**src/include/pov_defines.svh**
```systemverilog
`ifndef POV_DEFINES_SVH
`define POV_DEFINES_SVH

// LED drivers on the rotor, one serial data lane each
`define POV_DRIVERS 30

// Channels per driver
`define POV_CHANNELS 16

// Grey level width, shifted MSB first
`define POV_GS_BITS 16

// Image columns per revolution, also the column mux width
`define POV_COLUMNS 8

// Driver configuration word
`define POV_CONF_BITS 48

// Cycles from latch to column advance
`define POV_BLANKING 72

// Pattern RAM address width
`define POV_ADDR_BITS 12

`endif

```
**src/verilog/pov_pkg.sv**
```systemverilog
`include "pov_defines.svh"

package pov_pkg;

   // One bit per driver lane for a single shift step
   typedef logic [`POV_DRIVERS-1:0] slice_t;

   // Pattern RAM read request
   typedef struct packed {
      logic [`POV_ADDR_BITS-1:0] addr;
      logic                      rd;
   } ram_req_t;

   // Shared driver control lines plus per-driver data lanes
   typedef struct packed {
      logic   gclk;
      logic   sclk;
      logic   lat;
      slice_t sin;
   } drv_bus_t;

   typedef logic [`POV_CONF_BITS-1:0] conf_t;

   // Logical lane i is routed to board pin lane_map[i]
   localparam logic [4:0] lane_map [`POV_DRIVERS] = '{
      5'd0,  5'd27, 5'd3,  5'd25, 5'd8,  5'd24, 5'd7,  5'd18, 5'd11, 5'd19,
      5'd4,  5'd28, 5'd1,  5'd29, 5'd13, 5'd22, 5'd9,  5'd16, 5'd10, 5'd15,
      5'd5,  5'd23, 5'd2,  5'd21, 5'd6,  5'd26, 5'd12, 5'd17, 5'd14, 5'd20
   };

endpackage

```
**src/verilog/slice_framebuffer.sv**
```systemverilog
`timescale 1ns/100ps
`include "pov_defines.svh"

module slice_framebuffer (
   input  logic                    clk_enable,
   input  logic                    nrst,
   input  logic                    position_sync,
   input  logic                    bit_taken,
   input  logic [`POV_GS_BITS-1:0] ram_data,
   output pov_pkg::ram_req_t       ram_req,
   output pov_pkg::slice_t         slice,
   output logic                    slice_valid,
   output logic                    column_start
);

   localparam int DRV_W  = $clog2(`POV_DRIVERS);
   localparam int CH_W   = $clog2(`POV_CHANNELS);
   localparam int BIT_W  = $clog2(`POV_GS_BITS);
   localparam int COL_W  = $clog2(`POV_COLUMNS);
   localparam int ADDR_W = `POV_ADDR_BITS;

   // Two channel buffers, channel c lives in buffer c[0]
   logic [`POV_GS_BITS-1:0] stage [2][`POV_DRIVERS];

   logic [COL_W-1:0]  col;
   logic [CH_W:0]     fill_ch;
   logic [DRV_W-1:0]  fill_drv;
   logic              fill_go;
   logic [DRV_W-1:0]  rd_drv;
   logic              rd_sel;
   logic              wr_valid;
   logic [DRV_W-1:0]  wr_drv;
   logic              wr_sel;
   logic [1:0]        full;
   logic [CH_W-1:0]   sh_ch;
   logic [BIT_W-1:0]  bit_cnt;
   logic              col_begin;
   logic              last_take;
   logic              start_col;
   logic              can_fill;
   logic [ADDR_W-1:0] fill_base;

   // Address of driver 0 for the channel being fetched
   assign fill_base = (ADDR_W'(col) * ADDR_W'(`POV_CHANNELS) + ADDR_W'(fill_ch))
                      * ADDR_W'(`POV_DRIVERS);

   assign can_fill  = !fill_go && (fill_ch < `POV_CHANNELS) && !full[fill_ch[0]];
   assign last_take = bit_taken && (bit_cnt == BIT_W'(`POV_GS_BITS - 1))
                      && (sh_ch == CH_W'(`POV_CHANNELS - 1));
   assign start_col = col_begin || position_sync || last_take;

   assign slice_valid = full[sh_ch[0]];

   always_comb begin
      for (int d = 0; d < `POV_DRIVERS; d++) begin
         slice[d] = stage[sh_ch[0]][d][`POV_GS_BITS - 1 - int'(bit_cnt)];
      end
   end

   always_ff @(posedge clk_enable) begin
      if (wr_valid) begin
         stage[wr_sel][wr_drv] <= ram_data;
      end
   end

   always_ff @(posedge clk_enable or negedge nrst) begin
      if (!nrst) begin
         ram_req      <= '0;
         column_start <= 1'b0;
         col_begin    <= 1'b1;
         col          <= '0;
         fill_ch      <= '0;
         fill_drv     <= '0;
         fill_go      <= 1'b0;
         rd_drv       <= '0;
         rd_sel       <= 1'b0;
         wr_valid     <= 1'b0;
         wr_drv       <= '0;
         wr_sel       <= 1'b0;
         full         <= '0;
         sh_ch        <= '0;
         bit_cnt      <= '0;
      end else begin
         column_start <= 1'b0;
         col_begin    <= 1'b0;
         ram_req.rd   <= 1'b0;
         // RAM answers one cycle after the strobe
         wr_valid     <= ram_req.rd;
         wr_drv       <= rd_drv;
         wr_sel       <= rd_sel;
         if (wr_valid && wr_drv == DRV_W'(`POV_DRIVERS - 1)) begin
            full[wr_sel] <= 1'b1;
         end
         if (bit_taken) begin
            bit_cnt <= bit_cnt + 1'b1;
            if (bit_cnt == BIT_W'(`POV_GS_BITS - 1)) begin
               full[sh_ch[0]] <= 1'b0;
               sh_ch          <= sh_ch + 1'b1;
            end
         end
         if (fill_go) begin
            ram_req.rd   <= 1'b1;
            ram_req.addr <= fill_base + ADDR_W'(fill_drv);
            rd_drv       <= fill_drv;
            rd_sel       <= fill_ch[0];
            if (fill_drv == DRV_W'(`POV_DRIVERS - 1)) begin
               fill_go  <= 1'b0;
               fill_drv <= '0;
               fill_ch  <= fill_ch + 1'b1;
            end else begin
               fill_drv <= fill_drv + 1'b1;
            end
         end else if (can_fill) begin
            fill_go <= 1'b1;
         end
         if (start_col) begin
            column_start <= 1'b1;
            fill_ch      <= '0;
            fill_drv     <= '0;
            fill_go      <= 1'b0;
            full         <= '0;
            sh_ch        <= '0;
            bit_cnt      <= '0;
            if (position_sync) begin
               // Drop reads still in flight for the aborted column
               col        <= '0;
               ram_req.rd <= 1'b0;
               wr_valid   <= 1'b0;
            end else if (last_take) begin
               col <= (col == COL_W'(`POV_COLUMNS - 1)) ? '0 : col + 1'b1;
            end
         end
      end
   end

endmodule

```
**src/verilog/driver_controller.sv**
```systemverilog
`timescale 1ns/100ps
`include "pov_defines.svh"

module driver_controller (
   input  logic              clk_enable,
   input  logic              nrst,
   input  logic              position_sync,
   input  pov_pkg::slice_t   slice,
   input  logic              slice_valid,
   input  logic              column_start,
   input  logic              new_configuration_ready,
   input  pov_pkg::conf_t    serialized_conf,
   output logic              bit_taken,
   output logic              column_done,
   output pov_pkg::drv_bus_t drv
);

   localparam int PIX_BITS = `POV_CHANNELS * `POV_GS_BITS;
   localparam int CNT_W    = $clog2(PIX_BITS);
   localparam int BLANK_W  = $clog2(`POV_BLANKING);

   typedef enum logic [2:0] {
      ST_IDLE,
      ST_CONF,
      ST_SHIFT,
      ST_LATCH,
      ST_BLANK
   } state_t;

   state_t             state;
   logic [CNT_W-1:0]   bit_cnt;
   logic [BLANK_W-1:0] blank_cnt;
   logic               phase;
   logic               lat_cnt;
   logic               conf_mode;
   logic               conf_pend;
   logic               col_pend;
   pov_pkg::conf_t     conf_sr;
   logic               last_bit;
   logic               abort;

   assign last_bit = conf_mode ? (bit_cnt == CNT_W'(`POV_CONF_BITS - 1))
                               : (bit_cnt == CNT_W'(PIX_BITS - 1));

   // A configuration load runs to completion, pixel work is dropped
   assign abort = position_sync && (state != ST_CONF)
                  && !(state == ST_LATCH && conf_mode);

   always_ff @(posedge clk_enable or negedge nrst) begin
      if (!nrst) begin
         state       <= ST_IDLE;
         drv         <= '0;
         bit_taken   <= 1'b0;
         column_done <= 1'b0;
         bit_cnt     <= '0;
         blank_cnt   <= '0;
         phase       <= 1'b0;
         lat_cnt     <= 1'b0;
         conf_mode   <= 1'b0;
         conf_pend   <= 1'b0;
         col_pend    <= 1'b0;
         conf_sr     <= '0;
      end else begin
         drv.gclk    <= ~drv.gclk;
         bit_taken   <= 1'b0;
         column_done <= 1'b0;
         if (new_configuration_ready) begin
            conf_pend <= 1'b1;
         end
         if (column_start) begin
            col_pend <= 1'b1;
         end
         if (abort) begin
            state    <= ST_IDLE;
            drv.sclk <= 1'b0;
            drv.lat  <= 1'b0;
            phase    <= 1'b0;
            bit_cnt  <= '0;
            col_pend <= 1'b0;
         end else begin
            case (state)
               ST_IDLE: begin
                  drv.lat <= 1'b0;
                  // Configuration has priority between columns
                  if (conf_pend || new_configuration_ready) begin
                     state     <= ST_CONF;
                     conf_mode <= 1'b1;
                     conf_sr   <= serialized_conf;
                     conf_pend <= 1'b0;
                  end else if (col_pend || column_start) begin
                     state     <= ST_SHIFT;
                     conf_mode <= 1'b0;
                     col_pend  <= 1'b0;
                  end
               end
               ST_CONF, ST_SHIFT: begin
                  if (!phase) begin
                     drv.sclk <= 1'b0;
                     if (conf_mode) begin
                        drv.sin <= {`POV_DRIVERS{conf_sr[`POV_CONF_BITS-1]}};
                        conf_sr <= conf_sr << 1;
                        phase   <= 1'b1;
                     end else if (slice_valid) begin
                        drv.sin   <= slice;
                        bit_taken <= 1'b1;
                        phase     <= 1'b1;
                     end
                  end else begin
                     drv.sclk <= 1'b1;
                     phase    <= 1'b0;
                     bit_cnt  <= bit_cnt + 1'b1;
                     if (last_bit) begin
                        state   <= ST_LATCH;
                        bit_cnt <= '0;
                     end
                  end
               end
               ST_LATCH: begin
                  drv.sclk <= 1'b0;
                  drv.lat  <= 1'b1;
                  // Pixel latch is one cycle, configuration latch two
                  if (!conf_mode || lat_cnt) begin
                     state     <= conf_mode ? ST_IDLE : ST_BLANK;
                     lat_cnt   <= 1'b0;
                     blank_cnt <= '0;
                  end else begin
                     lat_cnt <= 1'b1;
                  end
               end
               ST_BLANK: begin
                  drv.lat   <= 1'b0;
                  blank_cnt <= blank_cnt + 1'b1;
                  if (blank_cnt == BLANK_W'(`POV_BLANKING - 1)) begin
                     column_done <= 1'b1;
                     state       <= ST_IDLE;
                  end
               end
               default: begin
                  state <= ST_IDLE;
               end
            endcase
         end
      end
   end

endmodule

```
**src/verilog/column_mux.sv**
```systemverilog
`timescale 1ns/100ps
`include "pov_defines.svh"

module column_mux (
   input  logic                    clk_enable,
   input  logic                    nrst,
   input  logic                    position_sync,
   input  logic                    column_done,
   output logic [`POV_COLUMNS-1:0] mux_out
);

   localparam logic [`POV_COLUMNS-1:0] FIRST_COL = `POV_COLUMNS'(1);

   // One-hot select, bit k drives column k
   always_ff @(posedge clk_enable or negedge nrst) begin
      if (!nrst) begin
         mux_out <= FIRST_COL;
      end else if (position_sync) begin
         mux_out <= FIRST_COL;
      end else if (column_done) begin
         mux_out <= {mux_out[`POV_COLUMNS-2:0], mux_out[`POV_COLUMNS-1]};
      end
   end

endmodule

```
**src/verilog/pov_display_top.sv**
```systemverilog
`timescale 1ns/100ps
`include "pov_defines.svh"

module pov_display_top (
   input  logic                    clk_enable,
   input  logic                    nrst,
   input  logic                    position_sync,
   input  logic                    new_configuration_ready,
   input  pov_pkg::conf_t          serialized_conf,
   input  logic [`POV_GS_BITS-1:0] ram_data,
   output pov_pkg::ram_req_t       ram_req,
   output pov_pkg::drv_bus_t       drv,
   output logic [`POV_COLUMNS-1:0] mux_out
);

   pov_pkg::slice_t   slice;
   logic              slice_valid;
   logic              column_start;
   logic              bit_taken;
   logic              column_done;
   pov_pkg::drv_bus_t drv_logical;

   slice_framebuffer u_slice_framebuffer (
      .clk_enable    (clk_enable),
      .nrst          (nrst),
      .position_sync (position_sync),
      .bit_taken     (bit_taken),
      .ram_data      (ram_data),
      .ram_req       (ram_req),
      .slice         (slice),
      .slice_valid   (slice_valid),
      .column_start  (column_start)
   );

   driver_controller u_driver_controller (
      .clk_enable              (clk_enable),
      .nrst                    (nrst),
      .position_sync           (position_sync),
      .slice                   (slice),
      .slice_valid             (slice_valid),
      .column_start            (column_start),
      .new_configuration_ready (new_configuration_ready),
      .serialized_conf         (serialized_conf),
      .bit_taken               (bit_taken),
      .column_done             (column_done),
      .drv                     (drv_logical)
   );

   column_mux u_column_mux (
      .clk_enable    (clk_enable),
      .nrst          (nrst),
      .position_sync (position_sync),
      .column_done   (column_done),
      .mux_out       (mux_out)
   );

   // Board routing of the data lanes
   always_comb begin
      drv = drv_logical;
      for (int i = 0; i < `POV_DRIVERS; i++) begin
         drv.sin[pov_pkg::lane_map[i]] = drv_logical.sin[i];
      end
   end

endmodule

```
**config.mk**
```make
export PLATFORM = sky130hd
export DESIGN_NAME = pov_display_top
export DESIGN_NICKNAME = d
export VERILOG_FILES = /design/src/verilog/pov_pkg.sv /design/src/verilog/slice_framebuffer.sv /design/src/verilog/driver_controller.sv /design/src/verilog/column_mux.sv /design/src/verilog/pov_display_top.sv
export VERILOG_INCLUDE_DIRS = /design/src /design/src/include
export SDC_FILE = /design/constraint.sdc
export NUM_CORES = 1
export LEC_CHECK = 0
export BUFFER_PORTS_ARGS = -buffer_cell sky130_fd_sc_hd__buf_4
export CAP_MARGIN = 10
export CELL_PAD_IN_SITES_DETAIL_PLACEMENT = 1
export CELL_PAD_IN_SITES_GLOBAL_PLACEMENT = 1
export CORE_UTILIZATION = 57
export CTS_BUF_LIST = sky130_fd_sc_hd__clkbuf_4
export DETAILED_ROUTE_END_ITERATION = 10
export PLACE_DENSITY = 0.79
export SYNTH_ARGS = -nofsm -noshare
export SYNTH_HDL_FRONTEND = slang
export SYNTH_SLANG_ARGS = --single-unit
```
**constraint.sdc**
```tcl
create_clock -name clk_enable -period 4.9 [get_ports clk_enable]
set_input_delay 0.49 -clock clk_enable [delete_from_list [all_inputs] [get_ports clk_enable]]
set_output_delay 0.49 -clock clk_enable [all_outputs]
set_load 0.03 [all_outputs]
```
==> results of run 1 <==
-- per-layer routing --
layer / GRT usage / up-vias / wire length [µm]
li1: - / 10530 / -
met1: 0.3799 / 13230 / 43720
met2: 0.5237 / 1207 / 61850
met3: 0.06157 / 255 / 8323
met4: 0.1218 / 0 / 3656
met5: 0 / - / 0
-- where the power goes --
| part | internal (mW) | switching [mW] | leakage, nW |
|---|---|---|---|
| Clock | 4.29 | 3.86 | 2.22 |
| Combinational | 1.04 | 1.91 | 4.58 |
| Sequential | 10.8 | 0.340 | 10.7 |
-- area by class of cell --
cell class | count | area, µm² | share of cell area
sequential | 1125 | 32970 | 0.6409
multi-input combinational | 1055 | 11060 | 0.2150
clock buffer | 444 | 3333 | 0.06479
timing repair buffer | 273 | 2326 | 0.04521
tap | 1040 | 1301 | 0.02529
clock inverter | 70 | 352.8 | 0.006859
inverter | 25 | 93.84 | 0.001824
antenna | 2 | 5.005 | 0.00009729
-- metrics by stage --
step           power (mW)  setup WS, ns  instance area [µm²]
6_report            22.22        0.8163                51440
3_5_place_dp        14.13        0.8044                47050
5_1_grt             23.04        0.5394                51440
3_3_place_gp        13.95        0.9350                47050
2_1_floorplan       12.97         1.177                44640
4_1_cts             22.31        0.7943                51440
-- tightest hold or removal path: cells and delay by family --
family                 cells  cell delay, ns
and+or+nand+nor            1            0.06
buffers and inverters      2            0.66
AOI/OAI and AO/OA          1            0.08
-- cells in the mapped netlist, drive strengths merged (4+ instances only) --
master and number:
clkbuf 75, fa 9, or2 4, dfrtp 163, mux2i 117, nand3b 4
and3 5, o21ai 88, buf 57, nor3 12, xnor2 17, nor2b 11
or3 6, mux2 11, nand4 11, ha 32, o21a 6, a32o 30
xor2 15, a221oi 61, mux4 240, inv 25, a21oi 86, a31oi 4
edfxtp 960, nand3 16, a211oi 8, nor2 177, nand2b 4, nand2 39
-- layout by cell type (no fill, tap or decap), drive strengths merged, types with 11 or more instances in the layout --
| cell type | n |
|---|---|
| edfxtp | 960 |
| clkbuf | 445 |
| mux4 | 240 |
| buf | 204 |
| nor2 | 177 |
| dfrtp | 163 |
| mux2i | 117 |
| o21ai | 88 |
| a21oi | 86 |
| dlygate4sd3 | 68 |
| a221oi | 61 |
| clkinv | 61 |
| nand2 | 39 |
| ha | 32 |
| inv | 31 |
| a32o | 30 |
| xnor2 | 17 |
| nand3 | 16 |
| xor2 | 15 |
| nor3 | 12 |
| nand4 | 11 |
| nor2b | 11 |
| mux2 | 11 |
-- flip-flops by register name, summed over array words and instances (netlist names), 4 cells and up --
register                       count
u_column_mux.mux_out               8
u_driver_controller.bit_cnt        8
u_slice_framebuffer.wr_drv         5
u_slice_framebuffer.sh_ch          4
u_driver_controller.conf_sr       48
u_slice_framebuffer.ram_req       12
u_slice_framebuffer.fill_ch        5
u_driver_controller.blank_cnt      7
u_slice_framebuffer.stage        960
u_slice_framebuffer.bit_cnt        4
u_slice_framebuffer.rd_drv         5
u_slice_framebuffer.fill_drv       5
u_driver_controller.drv           33
-- cell families (layout without fill, tap and decap cells) --
group           Yosys count  after routing  share of synthesized area
fa+ha+maj                41             41                    0.01300
other cells               1              3                 0.00008400
flops                  1125           1125                     0.7383
compound gates          311            311                    0.04697
buf+inv                 157            812                    0.01477
simple gates            302            302                    0.03044
xor+xnor                 32             32                   0.006278
mux                     368            368                     0.1502
-- final timing paths --
| check | start | to | slack [ns] | cells after the start |
|---|---|---|---|---|
| max | u_slice_framebuffer.fill_ch[4]$_DFFE_PN0P_ | u_slice_framebuffer.ram_req[12]$_DFFE_PN0P_ | 0.82 | 13 |
| min | serialized_conf[0] | u_driver_controller.conf_sr[0]$_DFFE_PN0P_ | 0.24 | 4 |
| max reg2reg | u_slice_framebuffer.fill_ch[4]$_DFFE_PN0P_ | u_slice_framebuffer.ram_req[12]$_DFFE_PN0P_ | 0.82 | 13 |
| min reg2reg | u_slice_framebuffer.rd_drv[4]$_DFFE_PN0P_ | u_slice_framebuffer.wr_drv[4]$_DFF_PN0_ | 0.35 | 0 |
| max in group asynchronous | nrst | u_column_mux.mux_out[1]$_DFFE_PN0P_ | 3.01 | 4 |
| min in group asynchronous | nrst | u_driver_controller.drv[18]$_DFFE_PN0P_ | 0.66 | 3 |
==> flow_summary.ini, run 1 <==
[status]
status = finished clean

[critical_path]
path_class = flip-flop to flip-flop
required_ns = 5.87
arrival_ns = 5.06
crit_family = adder cells
crit_fanout = 6
worst_path_max_delay_cell = fa_1
path_buf_inv = 1
worst_setup_path_start_kind = flip-flop
worstPathCellList = ha_1 > ha_1 > xnor2_1 > xnor2_1 > fa_1 > inv_1 > ha_1 > or3_4 > a311o_1 > a21boi_1 > o2111ai_2 > xnor2_1 > mux2_4
crit_path_end_kind = flip-flop
crit_path_max_incr_delay_ns = 0.55

[global_routing]
grt_max_degree = 129
grt_pass1_vias = 27930
grt_pass1_wl_mm = 173.8
grtUsageTotal = 0.3043
grt_antenna_before_repair = 2
overflow = 0

[synth]
synth_ff_type = edfxtp_1
synth_seq_cells = 1125
synth_area_leaders = edfxtp_1 (65%), mux4_2 (12%), dfrtp_1 (9.1%), mux2i_1 (2.6%), nor2_1 (1.5%)
synth_edf_count = 960
synthCells = 2337
netlist_area_mm2 = 0.04464
async_flop_share = 0.1467
synth.net_count = 2446
syn_area_per_cell_um2 = 19.10
synth_area_leader_cell = edfxtp_1
ys_seq_area_frac = 0.7383
synth_top_area_frac = 0.6457
ys_types = 71
ys_warn_count = 0

[power]
leakagePower_nw = 17.47
power.density_mw_per_mm2 = 431.9
ir_drop_uv = 461.8

[clock_network]
ctsResizeCount = 0
cts_hold_buffers = 69
clockBufferDepth = 4
cts_buffers = 300
clock-root-buffer = clkbuf_4
clk_latency_ns = 1.14
clk_pin_slew_ns = 0.09
post_cts_buffers = 0
h-tree-depth = 5
tritoncts = done
clkSinkCount = 1125

[floorplanning]
die_w_um = 281.9
initial_core_util = 0.5763
io_pins = 122
dieHeight_um = 281.9
core-area_mm2 = 0.07747
dieArea_mm2 = 0.07945
rows = 102

[final_layout]
areaGrowthSynthToFinish_pct = 15.24
drive_above_1_share = 0.3155
n_fill_cell = 6715
utilization = 0.6641
finalNonFillerCells = 4034
nNetsFinal = 2889

[sta]
worst_pin_slew_ns = 1.018
finalSetupViolations = 0
min_period_ns = 4.084
whs_ns = 0.2369
clock.fmax_ghz = 0.2449
final_hold_viol_count = 0
rsz0062_at_grt = no
relSlewSlack = 0.3214
skew_ns = 0.1011
final.setup.tns_ns = 0
slew_viol_final = 0
fin_crit_sh = 0.8334

[routing]
dr_total_vias = 25220
routed_via_density = 6.253
drt_iter0_markers = 2517
ant_nets = 0
drtPass1Iterations = 5
wl_mm = 117.5
drc = 0
wl_per_cell_um = 29.14

[placement]
place_inst = 3449
dp_hpwl_mm = 57.07
portBuffers = 121
gp_congestion = 0.7832

[flow_run]
cap_violations = 0

[worst_hold_path]
hp-class = primary input to flip-flop
No activity file was read; power rests on OpenSTA's default activity.
==> run 2: changes to the inputs <==
--- a/config.mk
+++ b/config.mk
@@ -10,10 +10,10 @@
 export CAP_MARGIN = 10
 export CELL_PAD_IN_SITES_DETAIL_PLACEMENT = 1
 export CELL_PAD_IN_SITES_GLOBAL_PLACEMENT = 1
-export CORE_UTILIZATION = 57
+export CORE_UTILIZATION = 51
 export CTS_BUF_LIST = sky130_fd_sc_hd__clkbuf_4
 export DETAILED_ROUTE_END_ITERATION = 10
-export PLACE_DENSITY = 0.79
+export PLACE_DENSITY = 0.75
 export SYNTH_ARGS = -nofsm -noshare
 export SYNTH_HDL_FRONTEND = slang
 export SYNTH_SLANG_ARGS = --single-unit
==> constraint.sdc (replaced) <==
create_clock -name clk_enable -period 3.47 [get_ports clk_enable]
set_input_delay 0.347 -clock clk_enable [delete_from_list [all_inputs] [get_ports clk_enable]]
set_output_delay 0.347 -clock clk_enable [all_outputs]
set_load 0.03 [all_outputs]
==> flow_summary.ini, run 2 (same netlist as run 1, synthesis figures left out) <==
[floorplanning]
initial_core_util = 0.5146
io_pins = 122
dieArea_mm2 = 0.08872
core-area_mm2 = 0.08675
die_w_um = 297.9
rows = 108
dieHeight_um = 297.9

[sta]
fin_crit_sh = 1.027
clock.fmax_ghz = 0.2805
rsz0062_at_grt = yes
final_hold_viol_count = 0
whs_ns = 0.1281
relSlewSlack = 0.3015
setup_ws_ns = -0.09487
final.setup.tns_ns = -0.1494
worst_pin_slew_ns = 1.048
slew_viol_final = 0
min_period_ns = 3.565
skew_ns = 0.08739
finalSetupViolations = 2

[flow_run]
cap_violations = 0

[clock_network]
cts_buffers = 303
tritoncts = done
clock-root-buffer = clkbuf_4
clk_pin_slew_ns = 0.07
clockBufferDepth = 4
clk_latency_ns = 1.13
clkSinkCount = 1125
h-tree-depth = 5

[critical_path]
worst_setup_path_start_kind = flip-flop
arrival_ns = 4.54
path_class = flip-flop to flip-flop
rr_worst_depth = 10
crit_start = u_slice_framebuffer.fill_ch[1]$_DFFE_PN0P_
crit_fanout = 3
r2r_slack_ns = -0.09
r2r-start = u_slice_framebuffer.fill_ch[1]$_DFFE_PN0P_
required_ns = 4.45
regToRegEndpoint = u_slice_framebuffer.ram_req[12]$_DFFE_PN0P_
crit_path_end_kind = flip-flop

[final_layout]
top_register = u_slice_framebuffer.stage
reg_top3 = u_slice_framebuffer.stage (960), u_driver_controller.conf_sr (48), u_driver_controller.drv (33)
final_common_cell = edfxtp_1
n_fill_cell = 7748
areaGrowthSynthToFinish_pct = 17.53
drive_above_1_share = 0.3356
largest_reg_flops = 960
final_cell_mix = edfxtp_1 (960), clkbuf_4 (453), mux4_2 (240)
nNetsFinal = 2948

[placement]
portBuffers = 121
dp_hpwl_mm = 56.93
gp_congestion = 0.7622

[global_routing]
grt_pass1_vias = 28340
grtUsageTotal = 0.2638
grt_pass1_wl_mm = 172.8
grt_max_degree = 97
use_met2 = 0.4533
met1_usage = 0.3347
overflow = 0
grt_most_used_layer = met2
use_met3 = 0.05549
grt_antenna_before_repair = 3

[power]
switching_share = 0.2701
p_total_mw = 31.52
power.clock.fraction = 0.370
comb_power_share = 0.131
internal_power_mw = 23.01
p_sw_mw = 8.512
ir_drop_uv = 519.3
power.density_mw_per_mm2 = 600.7
seqPwrFrac = 0.499
leakagePower_nw = 17.84

[status]
status = finished, violations left
violations = negative setup slack

[routing]
drt_iter0_markers = 2203
drtPass1Iterations = 5
wl_per_cell_um = 27.26
drc = 0
dr_total_vias = 25250
wl_mm = 115.1
ant_nets = 0
routed_via_density = 5.980

[worst_hold_path]
holdPathStages = 4
hp-class = primary input to flip-flop
hp-start = serialized_conf[43]
whs_endpoint = u_driver_controller.conf_sr[43]$_DFFE_PN0P_
-- run 2: changes by cell type in the layout (fill, tap and decap cells not counted), sizes merged, moves of 2 or more --
cell / delta
buf: +46
diode: +2
dlygate4sd3: +10
clkbuf: +9
clkinv: +6
-- run 2: area by class of cell --
type                       instances  area [µm²]  area share
sequential                      1125       32970      0.6284
multi-input combinational       1055       11260      0.2147
clock buffer                     453        3401     0.06482
timing repair buffer             329        2879     0.05487
tap                             1155        1445     0.02754
clock inverter                    76       404.1    0.007703
inverter                          25       93.84    0.001789
antenna                            4       10.01   0.0001908
-- run 2: how the worst max path moves through the flow --
stage                                                   to  cells past startpoint
5_1_grt        u_slice_framebuffer.ram_req[12]$_DFFE_PN0P_                     10
2_1_floorplan  u_slice_framebuffer.ram_req[12]$_DFFE_PN0P_                     13
6_report       u_slice_framebuffer.ram_req[12]$_DFFE_PN0P_                     10
3_5_place_dp   u_slice_framebuffer.ram_req[11]$_DFFE_PN0P_                     13
4_1_cts        u_slice_framebuffer.ram_req[12]$_DFFE_PN0P_                     10
3_3_place_gp   u_slice_framebuffer.ram_req[12]$_DFFE_PN0P_                     10
-- run 2: layer usage --
layer  vias up  part of all wire  routed length, µm
li1      10680                 -                  -
met5         -                 0                  0
met1     13330              0.39              44990
met3       227             0.064               7328
met2      1012              0.52              60030
met4         0             0.024               2744
-- run 2: critical path, cell delays in order (launching register included) --
cell,delay [ns]
dfrtp_1,0.42
fa_1,0.57
fa_2,0.49
fa_2,0.51
ha_4,0.33
nand3_4,0.10
a21oi_2,0.19
nor4b_4,0.30
o2111ai_2,0.17
xnor2_1,0.15
mux2_4,0.25
-- run 2: per-stage QoR --
stage	util	cells	setup WS (ns)	instance area, µm²
finish	0.6048	4222	-0.09487	52470
global route	0.6048	4221	-0.2095	52460
CTS	0.6036	4214	-0.04802	52360
detailed placement	0.5488	3601	-0.1811	47610
global placement	0.5488	3601	-0.1206	47610
floorplan	-	2337	0.005716	44680
-- run 2: power groups by stage --
stage | Sequential [mW] | Combinational [mW] | Clock [mW]
final | 15.7 | 4.13 | 11.7
after floorplan | 16.1 | 2.18 | 0
after CTS | 15.7 | 4.09 | 12.0
after global routing | 15.8 | 4.45 | 12.6
after detailed placement | 16.0 | 3.98 | 0
after global placement | 15.9 | 3.79 | 0
-- run 2: repair_timing --
item,in CTS,in global routing
gates cloned,0,0
endpoints found under the hold margin,1222,0
pin swaps,16,16
buffers inserted,5,4
hold buffers,79,0
resized for setup,17,13
setup endpoints to repair,3,6
